--- src/verilog/oled_pkg.sv ---
package oled_pkg;

	// ******************************
	// panel geometry
	// ******************************
	localparam int PANEL_WIDTH = 96;
	localparam int PANEL_HEIGHT = 64;
	localparam int PIXEL_COUNT = PANEL_WIDTH * PANEL_HEIGHT;
	localparam int INDEX_W = 13;    // enough for indices 0 to 6143.

	// ******************************
	// colour word
	// ******************************
	typedef struct packed
	{
		logic [4:0] r;
		logic [5:0] g;
		logic [4:0] b;
	} rgb565_t;

	typedef union packed
	{
		logic [15:0] raw;    // compared against colour keys.
		rgb565_t rgb;        // used when channels are scaled.
	} pixel_colour_t;

	localparam logic [15:0] TRANSPARENT_KEY = 16'h0000;    // black sprite entries are see-through.
	localparam logic [15:0] BACKDROP_COLOUR = 16'h0010;
	localparam logic [15:0] BAR_COLOUR = 16'h07E0;
	localparam logic [15:0] LOW_BAR_COLOUR = 16'hF800;

	// ******************************
	// status bar
	// ******************************
	localparam int BAR_ROW_FIRST = 58;
	localparam int BAR_ROW_LAST = 61;
	localparam int LOW_LEVEL = 24;    // levels below this blink red.
	localparam int BLINK_FRAMES = 16;
	localparam int LEVEL_W = 7;
	localparam int FRAME_COUNT_W = 5;    // one bit above the blink period.

endpackage

--- src/verilog/layer_if.sv ---
`timescale 1ns/100ps

interface layer_if;
	import oled_pkg::*;

	logic valid;
	logic [INDEX_W-1:0] index;    // the pixel this result belongs to.
	pixel_colour_t colour;
	logic opaque;    // low lets the layer below show through.

	modport layer
	(
		output valid,
		output index,
		output colour,
		output opaque
	);

	modport compositor
	(
		input valid,
		input index,
		input colour,
		input opaque
	);

endinterface

--- src/verilog/injury_icon_layer.sv ---
`timescale 1ns/100ps

module injury_icon_layer
(
	input logic clk,
	input logic rst,
	input logic pixel_valid,
	input logic [oled_pkg::INDEX_W-1:0] pixel_index,
	layer_if.layer layer
);
	import oled_pkg::*;

	pixel_colour_t entry;

	// ******************************
	// sprite table, rows 22 to 45
	// ******************************
	always_comb
	begin
		case (pixel_index)
			13'd2159: entry.raw = 16'hFFBF;    // top edge of the icon.
			13'd2160: entry.raw = 16'hF6DA;
			13'd2161: entry.raw = 16'hE674;
			13'd2162: entry.raw = 16'hFF9F;
			13'd2250: entry.raw = 16'hE6BB;
			13'd2253: entry.raw = 16'hEE77;
			13'd2256: entry.raw = 16'hD5AC;
			13'd2259: entry.raw = 16'hF6F7;
			13'd2344: entry.raw = 16'hDE39;
			13'd2348: entry.raw = 16'hFEB5;
			13'd2352: entry.raw = 16'hDE49;
			13'd2356: entry.raw = 16'hEE8A;
			13'd2438: entry.raw = 16'hDE59;
			13'd2443: entry.raw = 16'hDBC9;
			13'd2448: entry.raw = 16'hEE66;
			13'd2453: entry.raw = 16'hE5CD;
			13'd2533: entry.raw = 16'hDE38;
			13'd2539: entry.raw = 16'hDCAE;
			13'd2544: entry.raw = 16'hC4AB;
			13'd2549: entry.raw = 16'hEDE8;
			13'd2629: entry.raw = 16'hE678;
			13'd2635: entry.raw = 16'h7B26;
			13'd2640: entry.raw = 16'hCC8E;
			13'd2645: entry.raw = 16'hC42D;
			13'd2725: entry.raw = 16'hE679;
			13'd2730: entry.raw = 16'h1221;    // dark wound centre.
			13'd2735: entry.raw = 16'hCDB0;
			13'd2740: entry.raw = 16'hE571;
			13'd2821: entry.raw = 16'hF79F;
			13'd2826: entry.raw = 16'h4AC4;
			13'd2831: entry.raw = 16'hAD11;
			13'd2836: entry.raw = 16'hCC4D;
			13'd2918: entry.raw = 16'h840C;
			13'd2923: entry.raw = 16'h7CEE;
			13'd2928: entry.raw = 16'hF75D;
			13'd2933: entry.raw = 16'hCCF1;
			13'd3014: entry.raw = 16'h8D32;
			13'd3019: entry.raw = 16'hCDD1;
			13'd3024: entry.raw = 16'hDE79;
			13'd3030: entry.raw = 16'hE5F3;
			13'd3110: entry.raw = 16'hE73C;
			13'd3115: entry.raw = 16'h8C0A;
			13'd3120: entry.raw = 16'h748E;
			13'd3126: entry.raw = 16'hF6B5;
			13'd3206: entry.raw = 16'hF6FB;
			13'd3211: entry.raw = 16'h640C;
			13'd3216: entry.raw = 16'hC6F5;
			13'd3221: entry.raw = 16'hEE32;
			13'd3302: entry.raw = 16'hCE38;
			13'd3307: entry.raw = 16'h9CCF;
			13'd3312: entry.raw = 16'hF7FA;
			13'd3317: entry.raw = 16'hFFBA;
			13'd3398: entry.raw = 16'hF7BE;
			13'd3402: entry.raw = 16'hDE92;
			13'd3407: entry.raw = 16'h8CED;
			13'd3412: entry.raw = 16'hD4CF;
			13'd3496: entry.raw = 16'h5C2C;
			13'd3499: entry.raw = 16'hA46E;
			13'd3504: entry.raw = 16'hDD30;
			13'd3508: entry.raw = 16'hE679;
			13'd3591: entry.raw = 16'hF79E;
			13'd3594: entry.raw = 16'h546C;
			13'd3599: entry.raw = 16'h42C4;
			13'd3602: entry.raw = 16'h53CA;
			13'd3687: entry.raw = 16'hCE17;
			13'd3690: entry.raw = 16'h3325;
			13'd3695: entry.raw = 16'h3A62;
			13'd3698: entry.raw = 16'h5AE6;
			13'd3783: entry.raw = 16'hC616;
			13'd3785: entry.raw = 16'h6C4D;
			13'd3791: entry.raw = 16'h6BA9;
			13'd3793: entry.raw = 16'h42E4;
			13'd3879: entry.raw = 16'hEF5D;
			13'd3881: entry.raw = 16'h640B;
			13'd3887: entry.raw = 16'hBD13;
			13'd3889: entry.raw = 16'hB40C;
			13'd3976: entry.raw = 16'hAC0C;
			13'd3978: entry.raw = 16'hCE38;
			13'd3984: entry.raw = 16'h69E1;
			13'd3986: entry.raw = 16'hE6FC;
			13'd4072: entry.raw = 16'h9B89;
			13'd4074: entry.raw = 16'hC5B5;
			13'd4080: entry.raw = 16'h7AE6;
			13'd4082: entry.raw = 16'hC42D;
			13'd4167: entry.raw = 16'hCDD6;
			13'd4169: entry.raw = 16'hA369;
			13'd4177: entry.raw = 16'hDD94;
			13'd4179: entry.raw = 16'hC46F;
			13'd4263: entry.raw = 16'hC4F2;
			13'd4264: entry.raw = 16'hD46C;
			13'd4265: entry.raw = 16'hC3EB;
			13'd4266: entry.raw = 16'hAC0E;
			13'd4359: entry.raw = 16'hF73C;    // bottom edge of the icon.
			13'd4360: entry.raw = 16'hEE99;
			13'd4361: entry.raw = 16'hEEB9;
			13'd4362: entry.raw = 16'hEEFB;
			default: entry.raw = TRANSPARENT_KEY;
		endcase
	end

	// ******************************
	// output register
	// ******************************
	always_ff @(posedge clk)
	begin
		if (rst)
			layer.valid <= 1'b0;
		else
			layer.valid <= pixel_valid;
		layer.index <= pixel_index;
		layer.colour <= entry;
		layer.opaque <= (entry.raw != TRANSPARENT_KEY);
	end

endmodule

--- src/verilog/status_bar_layer.sv ---
`timescale 1ns/100ps

module status_bar_layer
(
	input logic clk,
	input logic rst,
	input logic pixel_valid,
	input logic [oled_pkg::INDEX_W-1:0] pixel_index,
	input logic level_load,
	input logic [oled_pkg::LEVEL_W-1:0] level_value,
	layer_if.layer layer
);
	import oled_pkg::*;

	logic [LEVEL_W-1:0] level;
	logic [FRAME_COUNT_W-1:0] frame_count;
	logic [INDEX_W-1:0] row;
	logic [LEVEL_W-1:0] col;
	logic level_low;
	logic blink_off;
	logic in_bar;

	always_comb
	begin
		row = pixel_index / INDEX_W'(PANEL_WIDTH);
		col = LEVEL_W'(pixel_index % INDEX_W'(PANEL_WIDTH));
		level_low = (level < LEVEL_W'(LOW_LEVEL));
		blink_off = level_low && frame_count[$clog2(BLINK_FRAMES)];    // dark half of the blink.
		in_bar = (pixel_index < INDEX_W'(PIXEL_COUNT))
			&& (row >= INDEX_W'(BAR_ROW_FIRST))
			&& (row <= INDEX_W'(BAR_ROW_LAST))
			&& (col < level);
	end

	// ******************************
	// level and frame state
	// ******************************
	always_ff @(posedge clk)
	begin
		if (rst)
		begin
			level <= LEVEL_W'(PANEL_WIDTH);
			frame_count <= '0;
		end
		else
		begin
			if (level_load)
				level <= (level_value > LEVEL_W'(PANEL_WIDTH)) ? LEVEL_W'(PANEL_WIDTH) : level_value;
			if (pixel_valid && pixel_index == '0)
				frame_count <= frame_count + 1'b1;    // index 0 marks a new frame.
		end
	end

	always_ff @(posedge clk)
	begin
		if (rst)
			layer.valid <= 1'b0;
		else
			layer.valid <= pixel_valid;
		layer.index <= pixel_index;
		layer.colour.raw <= level_low ? LOW_BAR_COLOUR : BAR_COLOUR;
		layer.opaque <= in_bar && !blink_off;
	end

endmodule

--- src/verilog/pixel_compositor.sv ---
`timescale 1ns/100ps

module pixel_compositor
(
	input logic clk,
	input logic rst,
	input logic pause,
	layer_if.compositor icon,
	layer_if.compositor bar,
	output logic oled_valid,
	output logic [oled_pkg::INDEX_W-1:0] oled_index,
	output oled_pkg::pixel_colour_t oled_colour
);
	import oled_pkg::*;

	pixel_colour_t merged;
	pixel_colour_t shown;
	logic bar_hit;

	// ******************************
	// layer priority
	// ******************************
	always_comb
	begin
		bar_hit = bar.valid && bar.opaque && (bar.index == icon.index);    // same pixel only.
		if (icon.opaque)
			merged = icon.colour;
		else if (bar_hit)
			merged = bar.colour;
		else
			merged.raw = BACKDROP_COLOUR;
	end

	// pause halves every channel.
	always_comb
	begin
		shown = merged;
		if (pause)
		begin
			shown.rgb.r = {1'b0, merged.rgb.r[4:1]};
			shown.rgb.g = {1'b0, merged.rgb.g[5:1]};
			shown.rgb.b = {1'b0, merged.rgb.b[4:1]};
		end
	end

	always_ff @(posedge clk)
	begin
		if (rst)
			oled_valid <= 1'b0;
		else
			oled_valid <= icon.valid;    // both layers run in step.
		oled_index <= icon.index;
		oled_colour <= shown;
	end

endmodule

--- src/verilog/oled_overlay_top.sv ---
`timescale 1ns/100ps

module oled_overlay_top
(
	input logic clk,
	input logic rst,
	input logic pixel_valid,
	input logic [oled_pkg::INDEX_W-1:0] pixel_index,
	input logic level_load,
	input logic [oled_pkg::LEVEL_W-1:0] level_value,
	input logic pause,
	output logic oled_valid,
	output logic [oled_pkg::INDEX_W-1:0] oled_index,
	output logic [15:0] oled_colour
);

	layer_if icon_layer ();
	layer_if bar_layer ();

	injury_icon_layer i_icon
	(
		.clk(clk),
		.rst(rst),
		.pixel_valid(pixel_valid),
		.pixel_index(pixel_index),
		.layer(icon_layer.layer)
	);

	status_bar_layer i_bar
	(
		.clk(clk),
		.rst(rst),
		.pixel_valid(pixel_valid),
		.pixel_index(pixel_index),
		.level_load(level_load),
		.level_value(level_value),
		.layer(bar_layer.layer)
	);

	pixel_compositor i_compositor
	(
		.clk(clk),
		.rst(rst),
		.pause(pause),
		.icon(icon_layer.compositor),
		.bar(bar_layer.compositor),
		.oled_valid(oled_valid),
		.oled_index(oled_index),
		.oled_colour(oled_colour)
	);

endmodule

--- config.mk ---
export PLATFORM = sky130hd
export DESIGN_NAME = oled_overlay_top
export DESIGN_NICKNAME = d
export VERILOG_FILES = /design/src/verilog/oled_pkg.sv /design/src/verilog/layer_if.sv /design/src/verilog/injury_icon_layer.sv /design/src/verilog/status_bar_layer.sv /design/src/verilog/pixel_compositor.sv /design/src/verilog/oled_overlay_top.sv
export SDC_FILE = /design/constraint.sdc
export NUM_CORES = 1
export LEC_CHECK = 0
export ABC_AREA = 1
export BUFFER_PORTS_ARGS = -buffer_cell sky130_fd_sc_hd__buf_4
export CAP_MARGIN = 0
export CORE_MARGIN = 2
export CORE_UTILIZATION = 35
export CTS_CLUSTER_SIZE = 24
export DETAILED_ROUTE_END_ITERATION = 8
export PLACE_DENSITY = 0.61
export SYNTH_ARGS = -nofsm -noshare
export SYNTH_HDL_FRONTEND = slang
export SYNTH_SLANG_ARGS = --single-unit
--- constraint.sdc ---
create_clock -name clk -period 8 [get_ports clk]
set_input_delay 1.6 -clock clk [delete_from_list [all_inputs] [get_ports clk]]
set_output_delay 1.6 -clock clk [all_outputs]
set_load 0.05 [all_outputs]
==> results by group, run 1 <==
Run status
  – Run status: finished, final reports clean

Clock network
  – CTS tree: yes
  – Clock root buffer: clkbuf_16
  – Clock transition at path regs: approximately 0.06 ns
  – Cts hold-fix bufs: 0
  – CTS H-Tree Depth: 3
  – Post-CTS Setup Repair Bufs: 0
  – Clock Sinks: 76
  – Max Buffers Root-to-Sink: 2
  – Number of CTS-inserted buffers: 9
  – Gates resized, CTS repair: 0
  – Skew-Pair Late Insertion Delay: 0.36 ns

Floorplanning
  – Core box area: 16000 um2
  – Num ports: 55
  – Starting density of the core: 36.0%
  – Horiz. Die Dim: around 130 um
  – Die area: 17500 um2
  – Chip Height: 132 um
  – Cell Rows: between 40 and 50

Synthesis
  – Post-synthesis sequential area ratio: 26.4%
  – Area share of the largest cell type after synthesis: roughly a quarter
  – Most common cell in the synthesized netlist: inv_1
  – Syn avg cell area: 6.14 um2
  – Ranking of synthesized cells by area: dfxtp_1 (26%), inv_1 (10%), nor2_1 (9.9%), nand2_1 (7.6%), nand3_1 (7.5%)
  – Synth top cells by count: inv_1 (153), nor2_1 (151), nand2_1 (116)
  – Post-synth top area cell: dfxtp_1
  – Number of distinct library cells after synthesis: 46
  – Synthesized area: about 5800 um2
  – Gate Count Post-Synth: roughly 940
  – Primary FF master, synth: dfxtp_1
  – Fraction of registers with async set/reset: 0%
  – Ys Warns: 0
  – Post-Syn Nets: 969
  – Number of flops mapped to enable cells by yosys: 0
  – #FFs+latches synth: 76

Setup path
  – Launching element type of the critical path: input port
  – Slowest CP cell: ha_1
  – Critical Path End Type: flop
  – WP data arrival: 4.09 ns
  – Critical path class: input port to flop
  – Critical path peak fanout: 9
  – Slowest Stage Delay on Critical Path: roughly 0.26 ns
  – WP data required: 8.28 ns
  – Crit-path cells: buf_4 > inv_4 > nand3_2 > nand2_2 > nand2_2 > nand3_2 > nand2_2 > nand2_2 > nand3_2 > nand3_1 > nand2_1 > o21ai_2 > nand2_2 > inv_1 > o21bai_2 > nand2_1 > a21oi_1 > nor2_1 > ha_1 > inv_1 > nor2_1 > o21ai_0 > nand3_1 > a21oi_2
  – CP dominant cell by count: nand2_2

Timing
  – RSZ-0062 raised after global routing: no
  – Final setup vio count: 0
  – Max Freq: 262 MHz
  – Skew final: 0.0159 ns
  – Hold Vio Cnt, Final: 0
  – Fin crit share: between 40 and 50%
  – Worst Tran Pin Value: 0.818 ns
  – Post-layout min period: approximately 3.8 ns
  – Fin. max-slew vios: 0
  – Headroom to the max-slew limit: 45.1%
  – Post-route setup TNS: 0 ns

Detailed routing
  – Total number of vias: 6730
  – DRT iter0 DRCs: ~820
  – Final ANT Viol Nets: 0
  – Final Routed Wirelength: 21.9 mm
  – First-pass DRT Iterations: 7
  – Wire per inst: 18.2 um
  – Vias/cell: 5.58
  – DRC viols: 0

Job
  – Max cap viols: 0

Layout
  – Share of post-route cells with drive strength above 1: around 15%
  – Fill cells: ~1700
  – Multi-input gate area: 3450 um2
  – Fin nets: between 1000 and 1500
  – N_diodes: 0
  – P&R area growth vs syn: 15.5%
  – Reg area: about 1500 um2

Place
  – I/O Buffers: 54
  – Post-DP HPWL: 17.8 mm
  – GPL Wtd Cong: between 1 and 1.5

Hold path
  – Hold Crit Class: flop to flop

Global routing
  – All-Layer GR Usage: 24.9%
  – First-pass GRT wire length: between 30 and 40 mm
  – Initial antenna violation count: 0
  – GRT overflow: 0
  – Largest net degree at the start of global routing: 18
  – Number of global-route vias before repair: around 6100

Power and ir drop
  – Power per Cell Area: ~150 nW/um2
  – Peak supply drop: 0.000224 V
  – LEAKAGE: roughly 0.0033 uW
  – Final Power: roughly 970 uW
-- final timing paths --
path	depth (start not counted)	end	slack (ns)	from
hold / removal	0	i_compositor.oled_index[9]	0.33	i_bar.layer.index[9]
setup reg to reg	11	i_bar.layer.opaque	6.18	i_bar.level[2]
setup / recovery	24	i_bar.layer.opaque	4.19	pixel_index[12]
hold reg to reg	0	i_compositor.oled_index[9]	0.33	i_bar.layer.index[9]
-- logic make-up after synthesis --
group | count (synthesis) | synth area share, %
adders and majority gates | 7 | 1.52
buffers and inverters | 195 | 13.6
xor gates and xnor gates | 1 | 0.152
muxes | 1 | 0.174
DFF | 76 | 26.4
AOI/OAI and AO/OA | 87 | 9.57
and+or+nand+nor | 570 | 48.5
-- cells in the final DEF, fill, tap and decap left out, types with 2 or more instances in the layout --
master     synthesis  final
inv_2             22     22
o31ai_1            4      4
a21oi_1           25     25
ha_1               7      7
nand3_2            6      6
nor3_2            13     13
a31oi_1            4      4
nand3_1           86     86
o221ai_1           2      2
nor3_1            85     85
nand3b_1           2      2
nor2_4             3      3
clkbuf_16          0      9
nand4_1           40     40
dfxtp_1           76     76
inv_6              0      2
o21bai_2           2      2
o21ai_2            3      3
inv_4              3      3
inv_1            153    153
nor2_1           151    151
o2111ai_1          2      2
or4_1              2      2
o21ai_0           26     26
nand2_1          116    116
nor4_1            42     42
o21ai_1            4      4
inv_8              0      2
buf_4              1     54
nand2_2           13     13
nor2_2             7      7
a211oi_1           6      6
o211ai_1           3      3
-- power by group --
part           internal (uW)  switching (uW)
clock                    251             193
sequential               392            4.52
combinational           39.2            94.7
-- state kept, by name, summed over array words and instances (netlist names) --
signal,flops
i_compositor.oled_valid,1
i_bar.layer.valid,1
i_bar.layer.opaque,1
i_icon.layer.opaque,1
i_compositor.oled_colour,16
i_bar.layer.colour,2
i_bar.frame_count,5
i_icon.layer.colour,16
i_bar.layer.index,13
i_bar.level,7
i_compositor.oled_index,13
-- per-stage QoR --
step / cells / setup WS (ns) / utilization, % / hold slack [ns] / instance area [um2]
2_1_floorplan: 937 / 4.27 / - / 0.310 / 5750
3_3_place_gp: 1191 / 3.85 / 39.5 / 0.311 / 6320
3_5_place_dp: 1191 / 3.85 / 39.5 / 0.312 / 6320
4_1_cts: 1207 / 4.20 / 41.5 / 0.326 / 6640
5_1_grt: 1207 / 3.91 / 41.5 / 0.333 / 6640
6_report: 1207 / 4.19 / 41.5 / 0.326 / 6640
-- layout make-up --
type	count	area share, %
Clock buffer	9	3.39
Multi-Input combinational cell	666	51.9
Clock inverter	7	1.41
Tap cell	216	4.07
Timing Repair Buffer	54	6.10
Inverter	179	10.2
Sequential cell	76	22.9
-- worst max-delay path: cells and delay by family --
| family | cells | cell delay (ns) |
|---|---|---|
| adder cells (fa/ha/maj) | 1 | 0.26 |
| AND/OR/NAND/NOR | 14 | 1.21 |
| AO/OA/AOI/OAI | 5 | 0.66 |
| buffers and inverters | 4 | 0.35 |
-- layer usage --
metal	vias up	global-route usage (%)	wire length [um]
li1	3248	-	-
met1	3052	33.1	9440
met3	69	5.11	1980
met5	-	0	0
met4	0	11.4	961
met2	361	39.0	9550
(Power assumes the default switching activity.)
==> run 2: changes to the inputs <==
- ABC_AREA: 1 -> 0
- PLACE_DENSITY: 0.61 -> 0.63
- clock period: 8 -> 3.5 ns (I/O delays scaled with it)
==> run 2 against run 1 <==
Combinational power rose to 2.7 times the previous value. Register-to-register slack got worse by 4.6 ns. Synthesized cell count is 18% lower. Via count down 0.42%. Non-clock buffer count is 56 higher. Hold slack got worse by 0.0019 ns. Wire length up 25%. Clock power up 120%. Clock skew decreased by 0.0068 ns.
==> results by group, run 2 <==
Timing
  – Fin crit share: between 80% and 90%
  – Max Freq: about 320 MHz
  – Hold Slack: 0.325 ns
  – RSZ-0062 raised after global routing: no
  – Final setup vio count: 0
  – Hold Vio Cnt, Final: 0
  – Setup ws final: between 0.4 and 0.5 ns
  – Post-layout min period: 3.10 ns
  – Fin. max-slew vios: 0
  – Skew final: between 0.009 and 0.01 ns
  – Headroom to the max-slew limit: about two fifths
  – Worst Tran Pin Value: 0.875 ns
  – Post-route setup TNS: 0 ns

Synthesis
  – Primary FF master, synth: dfxtp_1
  – Fraction of registers with async set/reset: 0%
  – Post-synth top area cell: dfxtp_1
  – Ranking of synthesized cells by area: dfxtp_1 (27%), nand2_1 (7.6%), nor2_1 (4.6%), a21oi_1 (4.0%), nand4_1 (3.8%)
  – Syn avg cell area: 7.42 um2
  – Post-synthesis sequential area ratio: 26.6%
  – Gate Count Post-Synth: 770
  – Number of flops mapped to enable cells by yosys: 0
  – Synthesized area: 5720 um2
  – Synth top cells by count: nand2_1 (115), dfxtp_1 (76), nor2_1 (70)
  – #FFs+latches synth: 76
  – Post-Syn Nets: 802
  – Most common cell in the synthesized netlist: nand2_1
  – Number of distinct library cells after synthesis: between 80 and 90
  – Ys Warns: 0
  – Area share of the largest cell type after synthesis: a little over a quarter

Clock network
  – Clock Sinks: 76
  – Number of CTS-inserted buffers: 9
  – CTS H-Tree Depth: 3
  – Clock root buffer: clkbuf_16
  – Clock transition at path regs: 0.06 ns
  – Post-CTS Setup Repair Bufs: 0
  – Gates resized, CTS repair: 0
  – CTS tree: yes
  – Max Buffers Root-to-Sink: 2
  – Cts hold-fix bufs: 0
  – Skew-Pair Late Insertion Delay: around 0.35 ns

Floorplanning
  – Horiz. Die Dim: ~130 um
  – Core box area: 15900 um2
  – Cell Rows: 46
  – Die area: 17400 um2
  – Chip Height: between 100 and 150 um
  – Starting density of the core: 35.9%
  – Num ports: 55

Global routing
  – GRT overflow: 0
  – Largest net degree at the start of global routing: 38
  – All-Layer GR Usage: 31.6%
  – Number of global-route vias before repair: 6244
  – Initial antenna violation count: 1
  – First-pass GRT wire length: between 40 and 50 mm

Place
  – Setup WS pre-CTS: 0.0984 ns
  – Post-DP HPWL: 21.3 mm
  – Area post-placement: between 6000 and 7000 um2
  – GPL Wtd Cong: 1.07
  – I/O Buffers: 54

Setup path
  – Critical path peak fanout: 18
  – R2R Setup Slk: roughly 1.6 ns
  – Crit-path cells: buf_4 > nand2b_1 > a21oi_1 > o221a_2 > o21ai_1 > nand2_1 > o21ai_0 > a21o_1 > ha_1 > nand2_1 > nand2_1 > nor3_1 > o2111ai_1 > a2111oi_0
  – Slowest Stage Delay on Critical Path: about 0.4 ns
  – Launching element type of the critical path: input port
  – Slowest CP cell: a2111oi_0
  – Critical path class: input port to flop
  – Critical Path End Type: flop
  – CP dominant cell by count: nand2_1
  – WP data arrival: approximately 3.3 ns
  – WP data required: 3.72 ns

Layout
  – Share of post-route cells with drive strength above 1: 20.7%
  – P&R area growth vs syn: 19.6%
  – Post-route cell area: between 6000 and 7000 um2
  – Fin nets: 869
  – N_diodes: 0
  – Biggest regs: i_compositor.oled_colour x16, i_icon.layer.colour x16
  – Leading cell types in the layout, fill and taps excluded: nand2_1 (115), buf_4 (110), dfxtp_1 (76)
  – Commonest non-fill, non-tap cell in the layout: nand2_1

Detailed routing
  – First-pass DRT Iterations: 7
  – Wire per inst: 26.0 um
  – Final Routed Wirelength: 27.5 mm
  – Final ANT Viol Nets: 0
  – Vias/cell: 6.34
  – DRT iter0 DRCs: 1000
  – DRC viols: 0
  – Total number of vias: between 6000 and 7000

Job
  – Max cap viols: 0

Power and ir drop
  – LEAKAGE: between 0.002 and 0.003 uW
  – Peak supply drop: roughly 0.00021 V
  – Power per Cell Area: 330 nW/um2

Run status
  – Run status: finished, final reports clean

Hold path
  – Hold Crit Class: flop to flop
==> run 2: cells by family (layout without fill, tap and decap cells) <==
family	after synthesis	count (layout)	share of synthesized area, %
compound gates	179	179	20.7
xor+xnor	8	8	1.36
fa+ha+maj	7	7	1.53
buf+inv	72	143	6.28
flops	76	76	26.6
mux	17	17	3.44
simple gates	411	411	40.1
==> run 2: cell type report <==
| type | count | area [um2] |
|---|---|---|
| Timing Repair Buffer | 110 | 826 |
| Clock inverter | 6 | 90.1 |
| Multi-Input combinational cell | 622 | 3840 |
| Inverter | 18 | 67.6 |
| Fill cell | 1661 | 9110 |
| Sequential cell | 76 | 1520 |
| Tap cell | 216 | 270 |
| Clock buffer | 9 | 225 |
==> run 2: routing by layer <==
metal / GRT usage [%] / wire (um) / share of wire, %
met5: 0 / 0 / 0
met2: 44.4 / 10900 / 40
met3: 9.92 / 3250 / 12
met1: 42.6 / 11500 / 42
met4: 17.5 / 1810 / 6.6
==> run 2: through the flow <==
step / utilization [%] / std cells / power, uW
global route: 42.9 / 1057 / 2350
finish: 42.9 / 1057 / 2260
global placement: 40.9 / 1042 / 1280
detailed placement: 40.9 / 1042 / 1270
CTS: 42.9 / 1057 / 2270
floorplan: - / 770 / 1160
==> run 2: worst paths after layout <==
path | startpoint | endpoint | cells past startpoint
setup / recovery | pixel_index[11] | i_bar.layer.opaque | 14
hold reg to reg | i_bar.layer.index[2] | i_compositor.oled_index[2] | 0
setup reg to reg | i_bar.level[1] | i_bar.layer.opaque | 8
hold / removal | i_bar.layer.index[2] | i_compositor.oled_index[2] | 0
==> run 2: where the power goes <==
part	total, uW	switching (uW)	internal [uW]	leakage [uW]
sequential	901	8.91	892	0.000625
clock	998	377	621	0.000151
combinational	359	241	118	0.00209
==> run 2: critical path: cells and delay by family <==
kind | cells | cell delay, ns
fa+ha+maj | 1 | 0.23
compound gates | 7 | 1.55
simple gates | 5 | 0.64
buf+inv | 1 | 0.19
